## src/source/fetch_pkg.sv

```systemverilog
////////////////////////////////////////
// Shared widths and instruction decoding for the fetch front end.
// Only RV32 word-sized instructions are handled; no compressed forms.
// inst_word_t overlays the generic R-style fields and the J-type
// immediate fields on the same 32-bit word.
////////////////////////////////////////
package fetch_pkg;

	parameter int addr_w = 32;
	parameter int data_w = 32;

	parameter logic [6:0] op_jal = 7'b1101111;

	typedef union packed {
		// register and function fields
		struct packed {
			logic [6:0] funct7;
			logic [4:0] rs2;
			logic [4:0] rs1;
			logic [2:0] funct3;
			logic [4:0] rd;
			logic [6:0] opcode;
		} gen;
		// jal immediate layout
		struct packed {
			logic       imm_20;
			logic [9:0] imm_10_1;
			logic       imm_11;
			logic [7:0] imm_19_12;
			logic [4:0] rd;
			logic [6:0] opcode;
		} j;
	} inst_word_t;

endpackage

```

## src/source/mem_rd_if.sv

```systemverilog
////////////////////////////////////////
// AXI-Lite style read bus, address and data channels only.
// One outstanding transaction per requester.
////////////////////////////////////////
`timescale 1ns/1ps

interface mem_rd_if;

	logic [fetch_pkg::addr_w-1:0] araddr;
	logic                         arvalid;
	logic                         arready;
	logic                         rvalid;
	logic                         rready;
	logic [fetch_pkg::data_w-1:0] rdata;

	modport requester (
		output araddr, arvalid, rready,
		input  arready, rvalid, rdata
	);

	modport arbiter (
		input  araddr, arvalid, rready,
		output arready, rvalid, rdata
	);

endinterface

```

## src/source/fetch_unit.sv

```systemverilog
////////////////////////////////////////
// Instruction fetch with one read in flight.
// A fetched word is held until decode takes it; no new read starts
// while a word is held. JAL targets are predicted from the held word.
// redirect and exc bump a 2-bit epoch; stale responses are dropped.
////////////////////////////////////////
`timescale 1ns/1ps

module fetch_unit #(
	parameter logic [fetch_pkg::addr_w-1:0] reset_pc = 32'h8000_0000
) (
	input  logic                         clk,
	input  logic                         reset,
	input  logic                         inst_ready,
	input  logic                         redirect,
	input  logic                         exc,
	input  logic [fetch_pkg::addr_w-1:0] redirect_pc,
	input  logic [fetch_pkg::addr_w-1:0] trap_vector,
	output logic                         inst_valid,
	output fetch_pkg::inst_word_t        inst,
	output logic [fetch_pkg::addr_w-1:0] inst_pc,
	mem_rd_if.requester                  bus
);

	localparam logic [1:0] st_idle = 2'd0;
	localparam logic [1:0] st_addr = 2'd1;
	localparam logic [1:0] st_data = 2'd2;

	logic [1:0]                   state;
	logic [fetch_pkg::addr_w-1:0] pc;
	logic [fetch_pkg::addr_w-1:0] pc_next;
	logic [fetch_pkg::addr_w-1:0] fetch_addr;
	logic [fetch_pkg::addr_w-1:0] jal_target;
	logic [1:0]                   cur_epoch;
	logic [1:0]                   epoch_next;
	logic [1:0]                   req_epoch;
	logic                         flush;
	logic                         take;
	logic                         can_issue;
	logic                         is_jal;

	assign flush = redirect | exc;
	assign take = inst_valid & inst_ready;
	// a flush drops the held word, so a new read may start at once
	assign can_issue = ~inst_valid | take | flush;
	assign epoch_next = cur_epoch + {1'b0, flush};

	assign is_jal = (inst.gen.opcode == fetch_pkg::op_jal);
	assign jal_target = pc + {{11{inst.j.imm_20}}, inst.j.imm_20, inst.j.imm_19_12,
		inst.j.imm_11, inst.j.imm_10_1, 1'b0};

	// exc wins over redirect
	always_comb begin
		if (exc)
			pc_next = trap_vector;
		else if (redirect)
			pc_next = redirect_pc;
		else if (is_jal)
			pc_next = jal_target;
		else
			pc_next = pc + 32'd4;
	end

	assign fetch_addr = (take | flush) ? pc_next : pc;
	assign inst_pc = pc;

	always_ff @(posedge clk) begin
		if (reset) begin
			pc <= reset_pc;
			cur_epoch <= 2'd0;
		end else begin
			if (take | flush)
				pc <= pc_next;
			cur_epoch <= epoch_next;
		end
	end

	always_ff @(posedge clk) begin
		if (reset) begin
			state <= st_idle;
			bus.arvalid <= 1'b0;
			bus.rready <= 1'b0;
			inst_valid <= 1'b0;
			req_epoch <= 2'd0;
		end else begin
			if (take | flush)
				inst_valid <= 1'b0;
			case (state)
				st_idle: begin
					if (can_issue) begin
						bus.arvalid <= 1'b1;
						// epoch tag travels with the latched address
						req_epoch <= epoch_next;
						state <= st_addr;
					end
				end
				st_addr: begin
					if (bus.arready) begin
						bus.arvalid <= 1'b0;
						bus.rready <= 1'b1;
						state <= st_data;
					end
				end
				st_data: begin
					if (bus.rvalid) begin
						bus.rready <= 1'b0;
						state <= st_idle;
						if (req_epoch == cur_epoch && !flush)
							inst_valid <= 1'b1;
					end
				end
				default: state <= st_idle;
			endcase
		end
	end

	always_ff @(posedge clk) begin
		if (state == st_idle && can_issue)
			bus.araddr <= fetch_addr;
		if (state == st_data && bus.rvalid)
			inst <= bus.rdata;
	end

endmodule

```

## src/source/load_port.sv

```systemverilog
////////////////////////////////////////
// Single-word load requester, one load at a time.
// load_req is ignored while load_busy is high.
////////////////////////////////////////
`timescale 1ns/1ps

module load_port (
	input  logic                         clk,
	input  logic                         reset,
	input  logic                         load_req,
	input  logic [fetch_pkg::addr_w-1:0] load_addr,
	output logic                         load_busy,
	output logic                         load_done,
	output logic [fetch_pkg::data_w-1:0] load_data,
	mem_rd_if.requester                  bus
);

	logic accept;

	assign accept = load_req & ~load_busy;

	always_ff @(posedge clk) begin
		if (reset) begin
			load_busy <= 1'b0;
			load_done <= 1'b0;
			bus.arvalid <= 1'b0;
			bus.rready <= 1'b0;
		end else begin
			load_done <= 1'b0;
			if (accept) begin
				load_busy <= 1'b1;
				bus.arvalid <= 1'b1;
			end
			if (bus.arvalid && bus.arready) begin
				bus.arvalid <= 1'b0;
				bus.rready <= 1'b1;
			end
			if (bus.rvalid && bus.rready) begin
				bus.rready <= 1'b0;
				load_done <= 1'b1;
			end
			// busy drops after the done cycle
			if (load_done)
				load_busy <= 1'b0;
		end
	end

	always_ff @(posedge clk) begin
		if (accept)
			bus.araddr <= load_addr;
		if (bus.rvalid && bus.rready)
			load_data <= bus.rdata;
	end

endmodule

```

## src/source/bus_arbiter.sv

```systemverilog
////////////////////////////////////////
// Round-robin arbiter between fetch and load on one read bus.
// Only one transaction is outstanding; the grant is held from the
// first presented request through the data handshake.
////////////////////////////////////////
`timescale 1ns/1ps

module bus_arbiter (
	input  logic                         clk,
	input  logic                         reset,
	input  logic                         mem_arready,
	input  logic                         mem_rvalid,
	input  logic [fetch_pkg::data_w-1:0] mem_rdata,
	output logic [fetch_pkg::addr_w-1:0] mem_araddr,
	output logic                         mem_arvalid,
	output logic                         mem_rready,
	mem_rd_if.arbiter                    fetch_bus,
	mem_rd_if.arbiter                    load_bus
);

	logic busy;
	logic grant_load;
	logic last_load;
	logic pick_load;
	logic sel_load;

	// on a tie the side not served last wins
	assign pick_load = load_bus.arvalid & (~fetch_bus.arvalid | ~last_load);
	assign sel_load = busy ? grant_load : pick_load;

	assign mem_araddr = sel_load ? load_bus.araddr : fetch_bus.araddr;
	assign mem_arvalid = sel_load ? load_bus.arvalid : fetch_bus.arvalid;
	assign mem_rready = sel_load ? load_bus.rready : fetch_bus.rready;

	assign fetch_bus.arready = ~sel_load & mem_arready;
	assign fetch_bus.rvalid = ~sel_load & mem_rvalid;
	assign fetch_bus.rdata = sel_load ? '0 : mem_rdata;

	assign load_bus.arready = sel_load & mem_arready;
	assign load_bus.rvalid = sel_load & mem_rvalid;
	assign load_bus.rdata = sel_load ? mem_rdata : '0;

	always_ff @(posedge clk) begin
		if (reset) begin
			busy <= 1'b0;
			grant_load <= 1'b0;
			// fetch goes first after reset
			last_load <= 1'b1;
		end else begin
			if (!busy) begin
				if (mem_arvalid) begin
					busy <= 1'b1;
					grant_load <= sel_load;
				end
			end else if (mem_rvalid && mem_rready) begin
				busy <= 1'b0;
				last_load <= grant_load;
			end
		end
	end

endmodule

```

## src/source/fetch_subsystem.sv

```systemverilog
////////////////////////////////////////
// Front end top: fetch and load share one read-only bus.
// reset_pc is the first fetch address after reset.
////////////////////////////////////////
`timescale 1ns/1ps

module fetch_subsystem #(
	parameter logic [fetch_pkg::addr_w-1:0] reset_pc = 32'h8000_0000
) (
	input  logic                         clk,
	input  logic                         reset,
	output logic                         inst_valid,
	input  logic                         inst_ready,
	output fetch_pkg::inst_word_t        inst,
	output logic [fetch_pkg::addr_w-1:0] inst_pc,
	input  logic                         redirect,
	input  logic [fetch_pkg::addr_w-1:0] redirect_pc,
	input  logic                         exc,
	input  logic [fetch_pkg::addr_w-1:0] trap_vector,
	input  logic                         load_req,
	input  logic [fetch_pkg::addr_w-1:0] load_addr,
	output logic                         load_busy,
	output logic                         load_done,
	output logic [fetch_pkg::data_w-1:0] load_data,
	output logic [fetch_pkg::addr_w-1:0] mem_araddr,
	output logic                         mem_arvalid,
	input  logic                         mem_arready,
	input  logic                         mem_rvalid,
	output logic                         mem_rready,
	input  logic [fetch_pkg::data_w-1:0] mem_rdata
);

	mem_rd_if fetch_bus ();
	mem_rd_if load_bus ();

	fetch_unit #(
		.reset_pc(reset_pc)
	) fetch0 (
		.clk(clk),
		.reset(reset),
		.inst_ready(inst_ready),
		.redirect(redirect),
		.exc(exc),
		.redirect_pc(redirect_pc),
		.trap_vector(trap_vector),
		.inst_valid(inst_valid),
		.inst(inst),
		.inst_pc(inst_pc),
		.bus(fetch_bus.requester)
	);

	load_port load0 (
		.clk(clk),
		.reset(reset),
		.load_req(load_req),
		.load_addr(load_addr),
		.load_busy(load_busy),
		.load_done(load_done),
		.load_data(load_data),
		.bus(load_bus.requester)
	);

	bus_arbiter arb0 (
		.clk(clk),
		.reset(reset),
		.mem_arready(mem_arready),
		.mem_rvalid(mem_rvalid),
		.mem_rdata(mem_rdata),
		.mem_araddr(mem_araddr),
		.mem_arvalid(mem_arvalid),
		.mem_rready(mem_rready),
		.fetch_bus(fetch_bus.arbiter),
		.load_bus(load_bus.arbiter)
	);

endmodule

```

## config.mk

```make
export PLATFORM = sky130hd
export DESIGN_NAME = fetch_subsystem
export DESIGN_NICKNAME = d
export VERILOG_FILES = /design/src/source/fetch_pkg.sv /design/src/source/mem_rd_if.sv /design/src/source/fetch_unit.sv /design/src/source/load_port.sv /design/src/source/bus_arbiter.sv /design/src/source/fetch_subsystem.sv
export SDC_FILE = /design/constraint.sdc
export NUM_CORES = 1
export LEC_CHECK = 0
export BUFFER_PORTS_ARGS = -buffer_cell sky130_fd_sc_hd__buf_2
export CORE_UTILIZATION = 50
export DETAILED_ROUTE_END_ITERATION = 7
export PLACE_DENSITY = 0.77
export SLEW_MARGIN = 40
export SYNTH_ARGS = -nofsm -noshare
export SYNTH_HDL_FRONTEND = slang
export SYNTH_SLANG_ARGS = --single-unit
export TNS_END_PERCENT = 1
```

## constraint.sdc

```tcl
create_clock -name clk -period 6.6 [get_ports clk]
set_input_delay 0.66 -clock clk [delete_from_list [all_inputs] [get_ports clk]]
set_output_delay 0.66 -clock clk [all_outputs]
set_load 0.005 [all_outputs]
```

## After elaboration in Yosys (flattened, before gate mapping)

Cells that the tools add are included.

- Bitwise logic cells: 18
- Add/sub/neg operators: 3
- Reductions and logical operators: 19
- Multiplexer cells: 26
- Eq/ne operators: 7

Operator list:

| cell | number |
|---|---|
| 32-bit 2-to-1 mux | 5 |
| 32-bit by 3-bit adder with 32-bit output, second input constant | 1 |
| 32-bit adder | 1 |
| 1-bit 2-to-1 mux | 15 |
| 3-bit AND reduction | 3 |
| 1-bit AND | 7 |
| 7-bit == test, second input constant | 1 |
| 1-bit logical AND | 6 |
| 2-bit 2-to-1 mux | 3 |
| 2-bit by 1-bit != test with 1-bit output, second input constant | 3 |
| 1-bit NOT | 6 |
| 2-bit one-hot mux with 3 select lines | 1 |
| 2-bit AND reduction | 3 |
| 2-bit OR reduction | 3 |
| 1-bit OR | 5 |
| 1-bit one-hot mux with 2 select lines | 2 |
| 2-bit nonzero test | 2 |
| 2-bit by 1-bit adder with 2-bit output | 1 |
| 2-bit by 1-bit == test with 1-bit output, second input constant | 1 |
| 2-bit == test | 1 |
| 2-bit == test, second input constant | 1 |
| 2-bit zero test | 1 |
| 1-bit zero test | 1 |

- Register bits: 176
- Output and inout bits: 133
- Bits of input ports: 136

## Longest topological paths before layout

- Depth after elaboration: 8
- Gate-level depth with buffers: 11
- Gate-level depth less buffers: 11

## By module

From an unflattened synthesis, not the netlist that was laid out.

- Cells, all modules: 983
- Area total of the unflattened synthesis: 10,027.1 um^2

By module, submodules not included:

| module | seq. area each (um^2) | area each (um^2) | instances | cells each |
|---|---|---|---|---|
| fetch_unit | 2,742.6 | 6,920.4 | 1 | 772 |
| load_port | 2,001.9 | 2,074.5 | 1 | 79 |
| bus_arbiter | 60.1 | 1,032.2 | 1 | 132 |

## Worst setup path after synthesis

Ideal clock, no wire load.

- Path kind: register to register
- From: register load0.bus.arvalid
- To: register load0.load_data[0] (netlist bit), enable pin
- Setup slack: 2.789 ns
- Path buffers: 1
- Setup time: 0.470 ns
- Stages on the path, launching flop included: 5
- Arrival: 3.341 ns
- Cells stage by stage: dfxtp_1 a21boi_1 mux2i_1 clkbuf_1 nor3b_1

- Longest elaborated chain between the ends: 4

Ends and longest elaborated chain:

| element | RTL line | source |
|---|---|---|
| from (decl) | mem_rd_if.sv:17 | `output araddr, arvalid, rready,` |
| from (signal assigned) | load_port.sv:26 | `bus.arvalid <= 1'b0;` |
| from (signal assigned) | load_port.sv:32 | `bus.arvalid <= 1'b1;` |
| from (signal assigned) | load_port.sv:35 | `bus.arvalid <= 1'b0;` |
| 1-bit AND | bus_arbiter.sv:28 | `assign pick_load = load_bus.arvalid & (~fetch_bus.arvalid \| ~last_load);` |
| 1-bit 2-to-1 mux | bus_arbiter.sv:29 | `assign sel_load = busy ? grant_load : pick_load;` |
| 1-bit AND | bus_arbiter.sv:40 | `assign load_bus.rvalid = sel_load & mem_rvalid;` |
| 1-bit logical AND | load_port.sv:51 | `if (bus.rvalid && bus.rready)` |
| to (signal assigned) | load_port.sv:52 | `load_data <= bus.rdata;` |
| to (decl) | load_port.sv:14 | `output logic [fetch_pkg::data_w-1:0] load_data,` |

Every way passes these cells.
A chain may end at the register's enable or synchronous reset.

## Worst setup path after layout

- From: register fetch0.pc, in the netlist fetch0.inst_pc[1]
- To: register fetch0.bus.araddr[19] (data pin)

- Longest elaborated chain between the ends: 5
- Elaborated cells on any way between the ends: 6
- Those cells by class: add/sub: 2; mux: 4

Ends and longest elaborated chain:

| element | RTL line | source |
|---|---|---|
| from (decl) | fetch_unit.sv:30 | `logic [fetch_pkg::addr_w-1:0] pc;` |
| from (signal assigned) | fetch_unit.sv:69 | `pc <= reset_pc;` |
| from (signal assigned) | fetch_unit.sv:73 | `pc <= pc_next;` |
| 32-bit by 3-bit adder with 32-bit output or 32-bit adder (tied branches) | fetch_unit.sv:61, fetch_unit.sv:49 |  |
| 32-bit 2-to-1 mux (*) | fetch_unit.sv:58 | `else if (is_jal)` |
| 32-bit 2-to-1 mux (*) | fetch_unit.sv:56 | `else if (redirect)` |
| 32-bit 2-to-1 mux (*) | fetch_unit.sv:54 | `if (exc)` |
| 32-bit 2-to-1 mux (*) | fetch_unit.sv:64 | `assign fetch_addr = (take \| flush) ? pc_next : pc;` |
| net fetch0.fetch_addr, one bit | fetch_unit.sv:32 | `logic [fetch_pkg::addr_w-1:0] fetch_addr;` |
| to (signal assigned) | fetch_unit.sv:119 | `bus.araddr <= fetch_addr;` |
| to (decl) | mem_rd_if.sv:17 |  |

Mark *: on every way through the listed nets, which the timed path passes. The rest lies on a longest branch.

==> reports/metrics.yaml <==
clock_network:
  cts.hold.buffers_added: 0
  cts_sinks: 176
  cts_tree: "done"
  cts_buffer_depth: 2
  clock_latency_ns: 0.44
  numCtsBuffers: 17
  cts.clk_slew.worst_paths_ns: 0.08
  ctsResizeCount: 0
  root_buffer: "clkbuf_16"
  htreeDepth: 4
  postCtsSetupBuffers: 0
placed_design:
  dp_hpwl_um: 23300
  gp_congestion: 0.931
  portBuffers: 268
routing:
  viasPerCell: 5.85
  drt_iter0_drc: 795
  wirelength_um: 31000
  dr.pass1.iters: 6
  num_vias: 8987
  ant_nets: 0
  wl_per_cell_um: 20.2
  drcViolationCount: 0
timing:
  clock_skew_ns: 0.0129
  tightestPinTransition_ns: 0.649
  period_minus_slack_ns: 3.29
  final_max_slew_viol_count: 0
  fmax_mhz: 304
  hold_viol: 0
  tns_ns: 0
  relSlewSlack: 0.568
  rsz0062_at_grt: "no"
  fin_crit_sh: 0.499
  finalSetupViolCount: 0
run:
  cap_violations: 0
synth:
  syn_avg_cell_area_um2: 9.93
  netlist_instances: 1008
  netlist.area_leader.share: 0.384
  synth_warnings: 0
  synth-seq-cells: 176
  async_flop_share: 0
  synth_area_leaders: "edfxtp_1 38%, dfxtp_1 9.6%, ha_1 4.5%"
  synth_cell_types: 81
  syn_nets: 1181
  synth.largest_area_cell: "edfxtp_1"
  synth_ff_type: "edfxtp_1"
  syn-cell-area_mm2: 0.0100
  synth-edff-count: 128
  synth_seq_area_share: 0.480
setup_path:
  required_ns: 6.77
  endpoint_kind: "flop"
  critPathKind: "flop to flop"
  arrival_ns: 3.46
  worstSetupStartpointType: "flop"
  crit_path_max_fanout: 3
global_route:
  track_usage: 0.301
  grt_max_degree: 66
  grt_pass1_vias: 8562
  grt_pass1_wl_um: 46100
  grt.overflow.total: 0
  antenna_found_initial: 2
floorplan:
  die_y_um: 143
  initial_core_util: 0.512
  die_w_um: 143
  num_rows: 51
  io_pins: 269
  die-area_mm2: 0.0206
  coreArea_mm2: 0.0195
power:
  leakage_nw: 5.01
  sw_frac_of_total: 0.322
  finalPower_mw: 3.40
  p_seq_frac: 0.443
  ir_drop_mv: 0.190
  p_per_area_mw_per_mm2: 279
  pwr-share-comb: 0.262
  intPower_mw: 2.30
  power_frac_clock: 0.295
  power.switching_mw: 1.09
status:
  status: "completed"
cells_and_area:
  drive_above_1_share: 0.295
  n_fill_cell: 1643
  syn2layout_area_growth_pct: 21.8
  finalNetCount: 1430
hold_path:
  hold_path.class: "input pin to flop"
==> placed cells by master, fill, tap and decap left out, types with 24 or more instances in the layout <==
cell type,count
ha_1,36
dfxtp_1,48
a21oi_1,81
mux2_2,35
nor3_1,34
buf_2,268
nand2_1,92
edfxtp_1,128
nor2b_1,56
nand3_1,24
and2_1,38
nor2_1,87
o21ai_0,56
==> worst paths after layout <==
path,depth (start not counted),startpoint,to,slack (ns)
setup reg to reg,11,fetch0.inst_pc[1],fetch0.bus.araddr[19],3.31
hold reg to reg,1,load0.load_done,load0.load_busy,0.43
hold / removal,1,load_addr[25],load0.bus.araddr[25],0.40
setup / recovery,11,fetch0.inst_pc[1],fetch0.bus.araddr[19],3.31
==> sequential cells by signal (all words and copies together) (netlist names), 2 cells and up <==
signal / cells
fetch0.cur_epoch: 2
load0.bus.araddr: 32
fetch0.inst_pc: 32
load0.load_data: 32
fetch0.req_epoch: 2
fetch0.bus.araddr: 32
fetch0.state: 2
fetch0.inst: 32
==> area by class of cell <==
class	count	area [µm²]	share of cell area
inverter	14	52.6	0.00431
sequential	176	4800	0.394
multi-input combinational	768	4970	0.408
tap	265	332	0.0272
clock buffer	18	439	0.0360
timing repair buffer	280	1440	0.118
clock inverter	14	144	0.0118
antenna	1	2.50	0.000205
==> critical path: stages, from the launching register on <==
cell and delay (ns):
dfxtp_1 0.41, ha_1 0.21, inv_1 0.06, fa_1 0.38
nand2b_1 0.18, a21oi_1 0.27, o211ai_1 0.19, o31a_2 0.40
o21ai_1 0.16, xor2_1 0.11, a2111oi_0 0.55, nor2_1 0.08
==> per-stage QoR <==
step	area [µm²]	hold WS (ns)	util	cells	setup slack (ns)
floorplan	10000	0.421	-	1008	2.79
global placement	11600	0.400	0.593	1502	3.06
detailed placement	11600	0.422	0.594	1503	3.16
CTS	12200	0.381	0.624	1535	3.34
global route	12200	0.382	0.624	1535	3.15
finish	12200	0.395	0.624	1536	3.31
==> synth_stat cells, drive strengths merged (5+ instances only) <==
library cell / count
a2111oi: 5
a211o: 5
a211oi: 11
a21o: 8
a21oi: 82
a221oi: 6
a31oi: 10
and2: 38
and3: 15
buf: 13
clkbuf: 37
dfxtp: 48
edfxtp: 128
ha: 36
inv: 14
mux2: 35
mux2i: 8
nand2: 93
nand2b: 8
nand3: 25
nand4: 13
nor2: 90
nor2b: 57
nor3: 35
nor4: 5
o211ai: 8
o21a: 8
o21ai: 62
o221ai: 5
o31ai: 7
or2: 5
or3: 5
xnor2: 17
xor2: 17
==> power by group through the flow <==
stage / clock network [mW] / logic [mW] / registers [mW]
2_1_floorplan: 0 / 0.564 / 1.48
3_3_place_gp: 0 / 0.866 / 1.52
3_5_place_dp: 0 / 0.881 / 1.53
4_1_cts: 1.02 / 0.889 / 1.50
5_1_grt: 1.05 / 0.985 / 1.52
6_report: 1.00 / 0.889 / 1.51
==> metal layers <==
layer / part of all wire / global-route usage
met5: 0.00045 / 0
met4: 0.027 / 0.116
met3: 0.11 / 0.0846
met2: 0.45 / 0.480
met1: 0.41 / 0.387
==> logic make-up (layout without fill, tap and decap cells) <==
family                   Yosys count  count (layout)  share of synthesized area
AND/OR/NAND/NOR                  403             403                      0.208
AO/OA/AOI/OAI                    251             251                      0.162
flip-flops                       176             176                      0.480
buffers and inverters             64             326                     0.0255
multiplexers                      43              43                     0.0474
adder cells (fa/ha/maj)           37              37                     0.0470
XOR/XNOR                          34              34                     0.0298
other                              0               1                          0
Power figures use the tool's default switching activity.
